`src/verilog/theta_pkg.sv`:
```
`default_nettype none

package theta_pkg;

    // ========================================
    // Fixed-point format and sizes
    // ========================================

    // Q4.14 signed samples throughout
    localparam int SAMPLE_WIDTH = 18;
    localparam int FRAC_BITS = 14;

    // One CA3 unit per cortical oscillator
    localparam int N_UNITS = 6;

    // Sample enable divider, the fast-sim ratio
    localparam int CLK_DIV = 10;
    localparam int CLK_DIV_WIDTH = $clog2(CLK_DIV);

    // Theta accumulator and its table address
    localparam int PHASE_ACC_WIDTH = 16;
    localparam int PHASE_WIDTH = 3;
    localparam int TABLE_ADDR_WIDTH = 5;

    // ========================================
    // Types
    // ========================================

    typedef logic signed [SAMPLE_WIDTH-1:0] theta_sample_t;
    typedef logic [PHASE_WIDTH-1:0] theta_phase_t;
    typedef logic [N_UNITS-1:0] unit_pattern_t;
    typedef logic signed [3:0] hebb_count_t;

    // Field order follows pattern bits 0 to 5
    typedef struct packed {
        theta_sample_t sensory_l23;
        theta_sample_t sensory_l6;
        theta_sample_t assoc_l23;
        theta_sample_t assoc_l6;
        theta_sample_t motor_l23;
        theta_sample_t motor_l6;
    } cortical_layers_t;

    typedef struct packed {
        theta_sample_t sensory_l23;
        theta_sample_t sensory_l6;
        theta_sample_t assoc_l23;
        theta_sample_t assoc_l6;
        theta_sample_t motor_l23;
        theta_sample_t motor_l6;
    } phase_couple_t;

    // ========================================
    // Constants
    // ========================================

    // Coupling gain, 0.25
    localparam theta_sample_t K_PHASE = 18'sd4096;

    // 64 samples per theta cycle
    localparam logic [PHASE_ACC_WIDTH-1:0] THETA_STEP = 16'd1024;

    // Phases 0-3 encode, 4-7 retrieve
    localparam theta_phase_t ENCODE_PHASES = 3'd4;

    // Hebbian counter limit, symmetric
    localparam hebb_count_t HEBB_MAX = 4'sd7;

    // One sine cycle, amplitude 0.75
    localparam theta_sample_t THETA_TABLE [2**TABLE_ADDR_WIDTH] = '{
        18'sd0,      18'sd2397,   18'sd4702,   18'sd6827,
        18'sd8689,   18'sd10217,  18'sd11353,  18'sd12052,
        18'sd12288,  18'sd12052,  18'sd11353,  18'sd10217,
        18'sd8689,   18'sd6827,   18'sd4702,   18'sd2397,
        18'sd0,      -18'sd2397,  -18'sd4702,  -18'sd6827,
        -18'sd8689,  -18'sd10217, -18'sd11353, -18'sd12052,
        -18'sd12288, -18'sd12052, -18'sd11353, -18'sd10217,
        -18'sd8689,  -18'sd6827,  -18'sd4702,  -18'sd2397
    };

endpackage

`default_nettype wire

```
`src/verilog/sample_clock_enable.sv`:
```
`default_nettype none

module sample_clock_enable (
    input  logic clk,
    input  logic rst_n,
    output logic sample_en
);

    import theta_pkg::*;

    // Free-running divider count
    logic [CLK_DIV_WIDTH-1:0] div_cnt;
    logic                     div_wrap;

    // Last count of each sample period
    assign div_wrap = (div_cnt == CLK_DIV_WIDTH'(CLK_DIV - 1));

    always_ff @(posedge clk) begin
        if (!rst_n) begin
            div_cnt <= '0;
        end else if (div_wrap) begin
            div_cnt <= '0;
        end else begin
            div_cnt <= div_cnt + 1'b1;
        end
    end

    // One clk wide, once per CLK_DIV cycles
    assign sample_en = div_wrap;

endmodule

`default_nettype wire

```
`src/verilog/theta_oscillator.sv`:
```
`default_nettype none

module theta_oscillator (
    input  logic                   clk,
    input  logic                   rst_n,
    input  logic                   sample_en,
    output theta_pkg::theta_sample_t theta_x,
    output theta_pkg::theta_phase_t  theta_phase
);

    import theta_pkg::*;

    // ========================================
    // Phase accumulator
    // ========================================

    logic [PHASE_ACC_WIDTH-1:0]  phase_acc;
    logic [PHASE_ACC_WIDTH-1:0]  acc_next;
    logic [TABLE_ADDR_WIDTH-1:0] table_addr;

    // Wraps naturally at 2^16
    assign acc_next = phase_acc + THETA_STEP;

    // Top bits select the sine entry
    assign table_addr = acc_next[PHASE_ACC_WIDTH-1 -: TABLE_ADDR_WIDTH];

    always_ff @(posedge clk) begin
        if (!rst_n) begin
            phase_acc <= '0;
        end else if (sample_en) begin
            phase_acc <= acc_next;
        end
    end

    // ========================================
    // Registered sine and eight-phase output
    // ========================================

    always_ff @(posedge clk) begin
        if (!rst_n) begin
            theta_x     <= '0;
            theta_phase <= '0;
        end else if (sample_en) begin
            // Same edge as the accumulator update
            theta_x     <= THETA_TABLE[table_addr];
            theta_phase <= acc_next[PHASE_ACC_WIDTH-1 -: PHASE_WIDTH];
        end
    end

endmodule

`default_nettype wire

```
`src/verilog/ca3_phase_memory.sv`:
```
`default_nettype none

module ca3_phase_memory (
    input  logic                      clk,
    input  logic                      rst_n,
    input  logic                      sample_en,
    input  theta_pkg::theta_phase_t     theta_phase,
    input  theta_pkg::cortical_layers_t layers,
    output theta_pkg::unit_pattern_t    cortical_pattern,
    output theta_pkg::unit_pattern_t    phase_pattern,
    output logic                      learning,
    output logic                      recalling
);

    import theta_pkg::*;

    // Idle only until the first tick
    typedef enum logic [1:0] {
        IDLE,
        ENCODE,
        RETRIEVE
    } window_t;

    window_t       win_state;
    window_t       win_next;
    unit_pattern_t in_pattern;
    hebb_count_t   hebb [N_UNITS];

    // ========================================
    // Cortical thresholding
    // ========================================

    // Non-negative sample counts as active
    assign in_pattern[0] = ~layers.sensory_l23[SAMPLE_WIDTH-1];
    assign in_pattern[1] = ~layers.sensory_l6[SAMPLE_WIDTH-1];
    assign in_pattern[2] = ~layers.assoc_l23[SAMPLE_WIDTH-1];
    assign in_pattern[3] = ~layers.assoc_l6[SAMPLE_WIDTH-1];
    assign in_pattern[4] = ~layers.motor_l23[SAMPLE_WIDTH-1];
    assign in_pattern[5] = ~layers.motor_l6[SAMPLE_WIDTH-1];

    // Window from the phase held before this tick
    assign win_next = (theta_phase < ENCODE_PHASES) ? ENCODE : RETRIEVE;

    // ========================================
    // Window state and thresholded pattern
    // ========================================

    always_ff @(posedge clk) begin
        if (!rst_n) begin
            win_state        <= IDLE;
            cortical_pattern <= '0;
        end else if (sample_en) begin
            win_state        <= win_next;
            cortical_pattern <= in_pattern;
        end
    end

    assign learning  = (win_state == ENCODE);
    assign recalling = (win_state == RETRIEVE);

    // ========================================
    // Hebbian counters and recall
    // ========================================

    always_ff @(posedge clk) begin
        if (!rst_n) begin
            for (int i = 0; i < N_UNITS; i++) begin
                hebb[i] <= '0;
            end
            phase_pattern <= '0;
        end else if (sample_en) begin
            if (win_next == ENCODE) begin
                // Step toward the limit set by the input bit
                for (int i = 0; i < N_UNITS; i++) begin
                    if (in_pattern[i] && hebb[i] != HEBB_MAX) begin
                        hebb[i] <= hebb[i] + 4'sd1;
                    end else if (!in_pattern[i] && hebb[i] != -HEBB_MAX) begin
                        hebb[i] <= hebb[i] - 4'sd1;
                    end
                end
            end else begin
                // Counters hold, pattern follows their signs
                for (int i = 0; i < N_UNITS; i++) begin
                    phase_pattern[i] <= (hebb[i] > 0);
                end
            end
        end
    end

endmodule

`default_nettype wire

```
`src/verilog/phase_coupling.sv`:
```
`default_nettype none

module phase_coupling (
    input  logic                   clk,
    input  logic                   rst_n,
    input  logic                   sample_en,
    input  theta_pkg::theta_sample_t theta_x,
    input  theta_pkg::unit_pattern_t phase_pattern,
    output theta_pkg::phase_couple_t couple
);

    import theta_pkg::*;

    // Full-width product, Q8.28
    logic signed [2*SAMPLE_WIDTH-1:0] theta_scaled;
    theta_sample_t                    base;
    theta_sample_t                    base_neg;

    assign theta_scaled = K_PHASE * theta_x;

    // Back to Q4.14, sign kept
    assign base     = theta_sample_t'(theta_scaled >>> FRAC_BITS);
    assign base_neg = -base;

    // ========================================
    // Registered per-unit coupling
    // ========================================

    // Bit 1 in phase, bit 0 anti-phase
    always_ff @(posedge clk) begin
        if (!rst_n) begin
            couple <= '0;
        end else if (sample_en) begin
            couple.sensory_l23 <= phase_pattern[0] ? base : base_neg;
            couple.sensory_l6  <= phase_pattern[1] ? base : base_neg;
            couple.assoc_l23   <= phase_pattern[2] ? base : base_neg;
            couple.assoc_l6    <= phase_pattern[3] ? base : base_neg;
            couple.motor_l23   <= phase_pattern[4] ? base : base_neg;
            couple.motor_l6    <= phase_pattern[5] ? base : base_neg;
        end
    end

endmodule

`default_nettype wire

```
`src/verilog/theta_phase_memory_top.sv`:
```
`default_nettype none

module theta_phase_memory_top (
    input  logic                      clk,
    input  logic                      rst_n,
    input  theta_pkg::cortical_layers_t layers,
    output theta_pkg::theta_sample_t    theta_x,
    output theta_pkg::theta_phase_t     theta_phase,
    output theta_pkg::unit_pattern_t    cortical_pattern,
    output theta_pkg::unit_pattern_t    ca3_phase_pattern,
    output logic                      ca3_learning,
    output logic                      ca3_recalling,
    output logic                      sample_valid,
    output theta_pkg::phase_couple_t    phase_couple
);

    logic sample_en;

    // ========================================
    // Sample rate enable
    // ========================================

    sample_clock_enable i_clk_en (
        .clk       (clk),
        .rst_n     (rst_n),
        .sample_en (sample_en)
    );

    // Marks the cycle after each update
    always_ff @(posedge clk) begin
        if (!rst_n) begin
            sample_valid <= 1'b0;
        end else begin
            sample_valid <= sample_en;
        end
    end

    // ========================================
    // Theta, CA3 and coupling loop
    // ========================================

    theta_oscillator i_theta (
        .clk         (clk),
        .rst_n       (rst_n),
        .sample_en   (sample_en),
        .theta_x     (theta_x),
        .theta_phase (theta_phase)
    );

    // Theta phase gates learning and recall
    ca3_phase_memory i_ca3 (
        .clk              (clk),
        .rst_n            (rst_n),
        .sample_en        (sample_en),
        .theta_phase      (theta_phase),
        .layers           (layers),
        .cortical_pattern (cortical_pattern),
        .phase_pattern    (ca3_phase_pattern),
        .learning         (ca3_learning),
        .recalling        (ca3_recalling)
    );

    // Recalled bits set the coupling signs
    phase_coupling i_couple (
        .clk           (clk),
        .rst_n         (rst_n),
        .sample_en     (sample_en),
        .theta_x       (theta_x),
        .phase_pattern (ca3_phase_pattern),
        .couple        (phase_couple)
    );

endmodule

`default_nettype wire

```
`config.mk`:
```
export PLATFORM = sky130hd
export DESIGN_NAME = theta_phase_memory_top
export DESIGN_NICKNAME = d
export VERILOG_FILES = /design/src/verilog/theta_pkg.sv /design/src/verilog/sample_clock_enable.sv /design/src/verilog/theta_oscillator.sv /design/src/verilog/ca3_phase_memory.sv /design/src/verilog/phase_coupling.sv /design/src/verilog/theta_phase_memory_top.sv
export SDC_FILE = /design/constraint.sdc
export NUM_CORES = 1
export LEC_CHECK = 0
export BUFFER_PORTS_ARGS = -buffer_cell sky130_fd_sc_hd__buf_2
export CAP_MARGIN = 40
export CORE_ASPECT_RATIO = 0.75
export CORE_UTILIZATION = 25
export DETAILED_ROUTE_END_ITERATION = 8
export PLACE_DENSITY_LB_ADDON = 0.3
export REMOVE_ABC_BUFFERS = 1
export SETUP_SLACK_MARGIN = 0.02
export SYNTH_ARGS = -nofsm -noshare
export SYNTH_HDL_FRONTEND = slang
export SYNTH_SLANG_ARGS = --single-unit
```
`constraint.sdc`:
```
create_clock -name clk -period 3.2 [get_ports clk]
set_clock_uncertainty 0.15 [all_clocks]
set_input_delay 0.32 -clock clk [delete_from_list [all_inputs] [get_ports clk]]
set_output_delay 0.32 -clock clk [all_outputs]
set_load 0.05 [all_outputs]
```
==> Word level (Yosys, flattened, before mapping) <==
Memory sizes are Yosys's and may differ from the RTL's. A register that Yosys moved wholly into a read port is not among the register bits.
Cells that the tools add are included.
{ "word_totals": {"n_memories": 2, "latchBits": 0, "in_bits": 110, "romBits": 576, "ram_bits": 24, "regBits": 146} }
{ "op_classes": {"shift": 0, "mul": 0, "eq_ne": 16, "mux": 86, "bitwise": 21, "order_cmp": 7, "reduce_logical": 15, "div": 0, "add_sub_neg": 15} }
{ "mem_list": {"columns": ["memory", "depth", "word_bits", "rd", "rd_ports_with_merged_regs", "write_ports", "line_no", "rtl"], "rows": [
  ["(no name shown)", 32, 18, 1, 1, 0, "theta_oscillator.sv:45", "theta_x <= THETA_TABLE[table_addr];"],
  ["i_ca3.hebb", 6, 4, 6, 0, 6, "ca3_phase_memory.sv:27", "hebb_count_t hebb [N_UNITS];"]
]} }
{ "ops": {"columns": ["operator", "n"], "rows": [
  ["two-way mux 18 bit", 6],
  ["two-way mux 1 bit", 67],
  ["two-way mux 4 bit", 12],
  ["!= test 4 bit (second input constant)", 12],
  ["adder 4 x 2 -> 4 bit (second input constant)", 6],
  ["> comparator 4 x 1 -> 1 bit (second input constant)", 6],
  ["subtractor 4 x 2 -> 4 bit (second input constant)", 6],
  ["negator 16 -> 18 bit", 1],
  ["adder 16 x 11 -> 16 bit (second input constant)", 1],
  ["logical AND 1 bit", 12],
  ["OR 1 bit", 12],
  ["NOT 1 bit", 8],
  ["NOT 5 -> 6 bit", 1],
  ["adder 4 x 1 -> 4 bit (second input constant)", 1],
  ["equality test 2 x 1 -> 1 bit (second input constant)", 2],
  ["equality test 4 bit (second input constant)", 1],
  ["< comparator 3 bit (second input constant)", 1],
  ["equality test 2 bit (second input constant)", 1],
  ["two-way mux 2 bit", 1],
  ["AND reduction 2 bit", 1],
  ["OR reduction 2 bit", 1],
  ["zero test 1 bit", 1]
]} }

==> Logic depth before layout (Yosys ltp) <==
Gate-level depths: netlist of the first run.
An unclocked memory read counts as a cell.
{ "logic_depth": {"depth_word": 10, "depth_mapped": 14} }

==> By module <==
Synthesis of the first run repeated with hierarchy kept, for this count alone.
{ "hier_totals": {"hier_cells": 1107, "area_unflattened_um2": 9426.5} }
{ "by_module_without_submodules": {"columns": ["mod", "seq_area_each_um2", "n_inst", "area_each_um2", "cells_per_inst"], "rows": [
  ["phase_coupling", 2062.0, 1, 5158.7, 629],
  ["ca3_phase_memory", 1001.0, 1, 2237.1, 223],
  ["theta_oscillator", 400.4, 1, 1815.5, 233],
  ["sample_clock_enable", 80.1, 1, 188.9, 20],
  ["theta_phase_memory_top", 20.0, 1, 26.3, 2]
]} }

==> Worst setup path after synthesis of the first run <==
Ideal clock, no wire load.
{ "synth_timing": {"kind": "reg2reg", "startpoint": "register i_clk_en.div_cnt[0]", "endpoint": "memory i_ca3.hebb[0][11] (netlist bit), data pin", "arrival_ps": 2355, "slack_ps": 427, "path_buffers": 1, "stages_incl_launch_ff": 14, "cell_sequence": "dfxtp_1 > ha_1 > nand2_1 > or2_2 > clkbuf_1 > nor2_1 > nand2_1 > inv_1 > ha_1 > a21o_1 > a21oi_1 > xnor2_1 > xnor2_1 > nor2_1"} }
{ "synth_rtl": {"columns": ["element", "line_no", "rtl"], "rows": [
  ["start: declaration", "sample_clock_enable.sv:12", "logic [CLK_DIV_WIDTH-1:0] div_cnt;"],
  ["start signal: assignment", "sample_clock_enable.sv:24", "div_cnt <= div_cnt + 1'b1;"],
  ["end: declaration", "ca3_phase_memory.sv:27", null]
]} }

==> impl_metrics.toml, run 1 <==
[status]
outcome = "complete, no violations"

[min_path]
hp-start = "layers[17]"
hp-class = "primary input to register"
min_to = "i_ca3.cortical_pattern[5]"
hold_depth = 3

[sta]
tns_ns = 0
tightest_slew_ns = 0.836
setup_viol = 0
grt_setup_unrepaired = "false"
hold_violations = 0
relSlewSlack = 0.442
fmax_ghz = 0.350
setup_slack_ns = 0.340
drv_slew = 0
period_share = 0.894
finalCriticalPeriod_ns = 2.86

[worst_setup_path]
critPathKind = "register to register"
timing.rr.start = "i_clk_en.div_cnt[0]"
reg2reg_slack_ns = 0.34
reg2reg_depth = 13
end_kind = "register"
start_kind = "register"
r2r_end = "i_ca3.hebb[0][19]"
crit_arrival_ns = 2.90
crit_start = "i_clk_en.div_cnt[0]"
crit_required_ns = 3.24
critPathMaxFanout = 4

[power_and_ir_drop]
power_uw = 4390
powerDensity_mw_per_mm2 = 416
peakVddDrop_uv = 270
cellLeakagePower_uw = 0.00515

[placed_design]
dp_hpwl_um = 18300
dpl_worst_slack_ns = 0.353
gp_congestion = 0.891
portBuffers = 151
placed_area_sq_mm = 0.00997
dp_cells = 1574

[logic_synthesis]
async_reset_ff_frac = 0
synth_ff_type = "dfxtp_1"
ys_warn_count = 0
synth_area_per_cell_sq_um = 8.49
synth_edf_count = 24
synthTopCellsByArea = "dfxtp_1 32%, edfxtp_1 8.2%, o211a_1 6.9%"
synth_top_area_cell = "dfxtp_1"
ys_types = 69
synth_top_area_frac = 0.324
synth_area_sq_mm = 0.00877
synth_seq_cells = 166
synthCells = 1032
seq_area_frac_synth = 0.407

[layout]
synthToLayoutAreaGrowth_pct = 20.4
nFillCells = 3629
fin_cells = 1606
layout_common_cells = "150 x buf_2, 149 x nor2_1, 142 x dfxtp_1, 127 x nand2_1, 69 x o21ai_0"
drive_above_1_share = 0.204
nets = 1280
n_antenna_cell = 0
layout_commonest_cell = "buf_2"
fin_area_sq_mm = 0.0106

[cts]
cts_tree = "built"
clock_sinks = 166
post_cts_buffers = 0
cts_resized = 0
root_buffer = "clkbuf_16"
ctsHoldBuffers = 0
cts_buffers = 17
cts_max_level = 4
cts.clk_slew.worst_paths_ns = 0.07
clock_latency_ns = 0.44
cts_buffer_depth = 2

[flow_run]
drv_cap = 0

[routing]
routedWlPerCell_um = 16.2
ant_nets = 0
viasPerCell = 4.76
drc = 0
drt-total-wl_um = 26000
drt_iter0_markers = 509
via_count = 7646
first_pass_iters = 5

[global_routing]
antenna_found_initial = 0
gr-usage-all-layers = 0.148
grt_pass1_vias = 7046
grt_pass1_wl_um = 40600
grt_max_degree = 170
grt.overflow.total = 0

[floorplanning]
die_h_um = 164
core_area_sq_mm = 0.0340
dieArea_sq_mm = 0.0358
row_count = 58
die-width_um = 218
start_util = 0.258
pin_count = 254
## routing by layer
| layer | vias to the layer above | wire length [um] | track usage |
|---|---|---|---|
| met3 | 19 | 1650 | 0.0422 |
| li1 | 3793 | - | - |
| met4 | 0 | 214 | 0.0394 |
| met5 | - | 0 | 0 |
| met1 | 3637 | 13200 | 0.207 |
| met2 | 197 | 11000 | 0.220 |
## worst max path at each step
stage | slack [ns] | end | depth (start not counted)
floorplan | -4.74 | i_ca3.phase_pattern[0] | 7
global placement | 0.40 | i_ca3.hebb[0][19] | 13
detailed placement | 0.35 | i_ca3.hebb[0][19] | 13
CTS | 0.34 | i_ca3.hebb[0][19] | 13
global route | 0.11 | i_ca3.hebb[0][19] | 13
finish | 0.34 | i_ca3.hebb[0][19] | 13
## power breakdown
part           internal, uW  total [uW]  switching [uW]
logic                  44.1         135            91.1
registers              2130        2150            18.9
clock network          1160        2110             943
total                  3340        4390            1050
## logic make-up (layout without fill, tap and decap cells)
group	Yosys count	in the layout	synth area share
AND/OR/NAND/NOR	388	388	0.201
AO/OA/AOI/OAI	244	244	0.197
flip-flops	166	166	0.407
buffers and inverters	124	248	0.0632
XOR/XNOR	66	66	0.0685
adder cells (fa/ha/maj)	27	27	0.0428
multiplexers	17	17	0.0208
## registers in the layout (all words and copies together), names as in the netlist
register and count:
i_clk_en.div_cnt 4, i_theta.theta_x 14, i_ca3.win_state 2, i_theta.theta_phase 3, i_ca3.cortical_pattern 6, i_ca3.hebb 24, sample_valid 1, i_theta.phase_acc 3
i_couple.couple 103, i_ca3.phase_pattern 6
## through the flow
step	util	hold WS (ns)
global route	0.310	0.0359
detailed placement	0.293	0.293
finish	0.310	0.0521
global placement	0.291	0.285
floorplan	-	0.281
CTS	0.310	0.0140
## Yosys cell counts (6+ instances only)
master	instances
a31oi_1	13
xnor2_1	55
ha_1	22
a21boi_0	6
nor2_1	150
buf_4	16
o21ai_0	69
inv_1	25
or3_1	23
a21oi_1	43
dfxtp_1	142
a211oi_1	7
o31ai_1	7
mux2i_1	16
xor2_1	8
buf_2	17
nor2b_1	10
clkbuf_1	62
edfxtp_1	24
nand2_1	127
nor3_1	15
o211a_1	60
nand3_1	26
## area by class of cell
class / instances / area, sq um / share of cell area
clock buffers: 19 / 433 / 0.0410
clock inverters: 13 / 146 / 0.0139
inverters: 26 / 97.6 / 0.00925
multi-input cells: 742 / 4660 / 0.441
flip-flops and latches: 166 / 3560 / 0.338
well taps: 450 / 563 / 0.0534
repair buffers: 190 / 1090 / 0.104
## critical path, stage by stage, from the launching register on
cell and delay, ns:
dfxtp_1 0.38, ha_1 0.25, nand2_1 0.12, or2_2 0.30, nor2_1 0.09, buf_4 0.15
nand2_1 0.08, inv_1 0.11, ha_1 0.23, a21o_1 0.17, a21oi_1 0.21, xnor2_1 0.17
xnor2_1 0.15, nor2_1 0.06
(Power assumes the default switching activity.)
==> run 2, diff against run 1 <==
--- a/config.mk
+++ b/config.mk
@@ -10,7 +10,7 @@
 export CORE_ASPECT_RATIO = 0.75
 export CORE_UTILIZATION = 25
 export DETAILED_ROUTE_END_ITERATION = 8
-export PLACE_DENSITY_LB_ADDON = 0.3
+export PLACE_DENSITY = 0.5
 export REMOVE_ABC_BUFFERS = 1
 export SETUP_SLACK_MARGIN = 0.02
 export SYNTH_ARGS = -nofsm -noshare
==> run 2 against run 1 <==
Sequential cell count unchanged; critical path depth down 1; combinational power up 4%; critical path type unchanged; worst hold slack worse by 0.019 ns; sequential power about the same; critical endpoint is now i_ca3.hebb[0][3]; die area unchanged; largest cell class unchanged; count of clock-buffer cells in the layout up 1; clock power up 2%; register-to-register slack worse by 0.04 ns; total power up 1.3%; via count about the same; utilization up 0.13 points.
==> impl_metrics.toml, run 2 (synthesis gave the netlist of run 1 again) <==
[global_routing]
grt_pass1_vias = 7165
antenna_found_initial = 0
grt.overflow.total = 0
gr-usage-all-layers = 0.153
grt_pass1_wl_um = 41600
grt_max_degree = 170

[sta]
fmax_ghz = 0.345
period_share = 0.905
grt_setup_unrepaired = "false"
drv_slew = 0
hold_ws_ns = 0.0330
setup_viol = 0
tightest_slew_ns = 0.881
hold_violations = 0
relSlewSlack = 0.412
finalCriticalPeriod_ns = 2.90

[worst_setup_path]
critPathCapture = "i_ca3.hebb[0][3]"
timing.rr.start = "i_clk_en.div_cnt[0]"
cp_top_family = "simple AND/OR/NAND/NOR gates"
critPathKind = "register to register"
end_kind = "register"
critPathMaxStageDelay_ns = 0.38
reg2reg_slack_ns = 0.30
crit_start = "i_clk_en.div_cnt[0]"
path_cells = "ha_1 -> nand2_1 -> or2_2 -> nor2_2 -> nand2_1 -> inv_1 -> ha_1 -> a21o_1 -> a21oi_1 -> xnor2_1 -> xnor2_1 -> nor2_1"
critPathSlowestCell = "dfxtp_1"
path_depth = 12
reg2reg_depth = 12
critPathMaxFanout = 4
crit_arrival_ns = 2.95
cp_num_buf_inv = 1
crit_required_ns = 3.25
r2r_end = "i_ca3.hebb[0][3]"
start_kind = "register"

[floorplanning]
pin_count = 254
die-width_um = 218
die_h_um = 164
core_area_sq_mm = 0.0340
row_count = 58
start_util = 0.258
dieArea_sq_mm = 0.0358

[layout]
nets = 1282
regMostFlops = "i_couple.couple"
layout_common_cells = "150 x buf_2, 148 x nor2_1, 142 x dfxtp_1, 127 x nand2_1, 69 x o21ai_0"
largest_reg_flops = 103
area.sequential_sq_mm = 0.00356
n_antenna_cell = 0
biggestRegsByFlops = "i_couple.couple: 103 flops, i_ca3.hebb: 24 flops, i_theta.theta_x: 14 flops"
layout_commonest_cell = "buf_2"
drive_above_1_share = 0.207
nFillCells = 3594
synthToLayoutAreaGrowth_pct = 20.9
multi_input_area_sq_mm = 0.00466

[cts]
clock_latency_ns = 0.45
cts_tree = "built"
cts_buffers = 17
cts_buffer_depth = 2
root_buffer = "clkbuf_16"
post_cts_buffers = 0
cts_max_level = 4
cts.clk_slew.worst_paths_ns = 0.08
clock_sinks = 166

[flow_run]
drv_cap = 0

[power_and_ir_drop]
power_uw = 4450
peakVddDrop_uv = 240
cellLeakagePower_uw = 0.00518
powerDensity_mw_per_mm2 = 420

[routing]
viasPerCell = 4.75
drt_iter0_markers = 502
drt-total-wl_um = 26800
first_pass_iters = 5
routedWlPerCell_um = 16.7
ant_nets = 0
via_count = 7644
drc = 0

[placed_design]
dp_hpwl_um = 18400
gp_congestion = 0.863
portBuffers = 151

[min_path]
hp-class = "primary input to register"
hold_depth = 3

[status]
outcome = "complete, no violations"
## run 2: tightest hold or removal path, delay by kind of cell
kind	cells	cell delay, ns
simple gates	1	0.05
buf+inv	1	0.10
compound gates	1	0.11
## run 2: final cells by class
cell class	instances	share of cell area
Tap cell	450	0.0531
Inverter	26	0.00921
Timing Repair Buffer	192	0.106
Sequential cell	166	0.336
Clock inverter	12	0.0129
Multi-Input combinational cell	742	0.440
Clock buffer	20	0.0432
## run 2: metal layers
layer	track usage	routed length, um
met3	0.0428	1790
met4	0.0410	192
met5	0	0
met2	0.228	11800
met1	0.213	13100
## run 2: report_power, final
group	leakage (uW)	switching, uW	internal [uW]	total, uW
sequential	0.00139	18.9	2130	2150
clock	0.000291	949	1210	2160
combinational	0.00349	94.4	45.9	140
## run 2: metrics by stage
stage	worst slack [ns]	utilization	TNS (ns)	instances	cell area [sq um]
3_3_place_gp	0.209	0.292	0	1572	9930
3_5_place_dp	0.163	0.294	0	1576	10000
5_1_grt	0.0810	0.311	0	1608	10600
2_1_floorplan	-4.74	-	-347.25	934	8310
6_report	0.304	0.311	0	1608	10600
4_1_cts	0.113	0.311	0	1608	10600
## run 2: worst min-delay path by stage
stage / startpoint / endpoint / slack (ns)
2_1_floorplan: i_ca3.win_state[0] / i_ca3.win_state[0] / 0.28
3_3_place_gp: i_couple.couple[5] / i_couple.couple[5] / 0.29
3_5_place_dp: i_couple.couple[59] / i_couple.couple[59] / 0.29
4_1_cts: layers[17] / i_ca3.cortical_pattern[5] / 0.002
5_1_grt: layers[17] / i_ca3.cortical_pattern[5] / 0.01
6_report: layers[17] / i_ca3.cortical_pattern[5] / 0.03
## run 2: repair_timing
action,CTS,global route
endpoints found under the setup margin,0,4
hold buffers,0,0
resized for setup,0,1
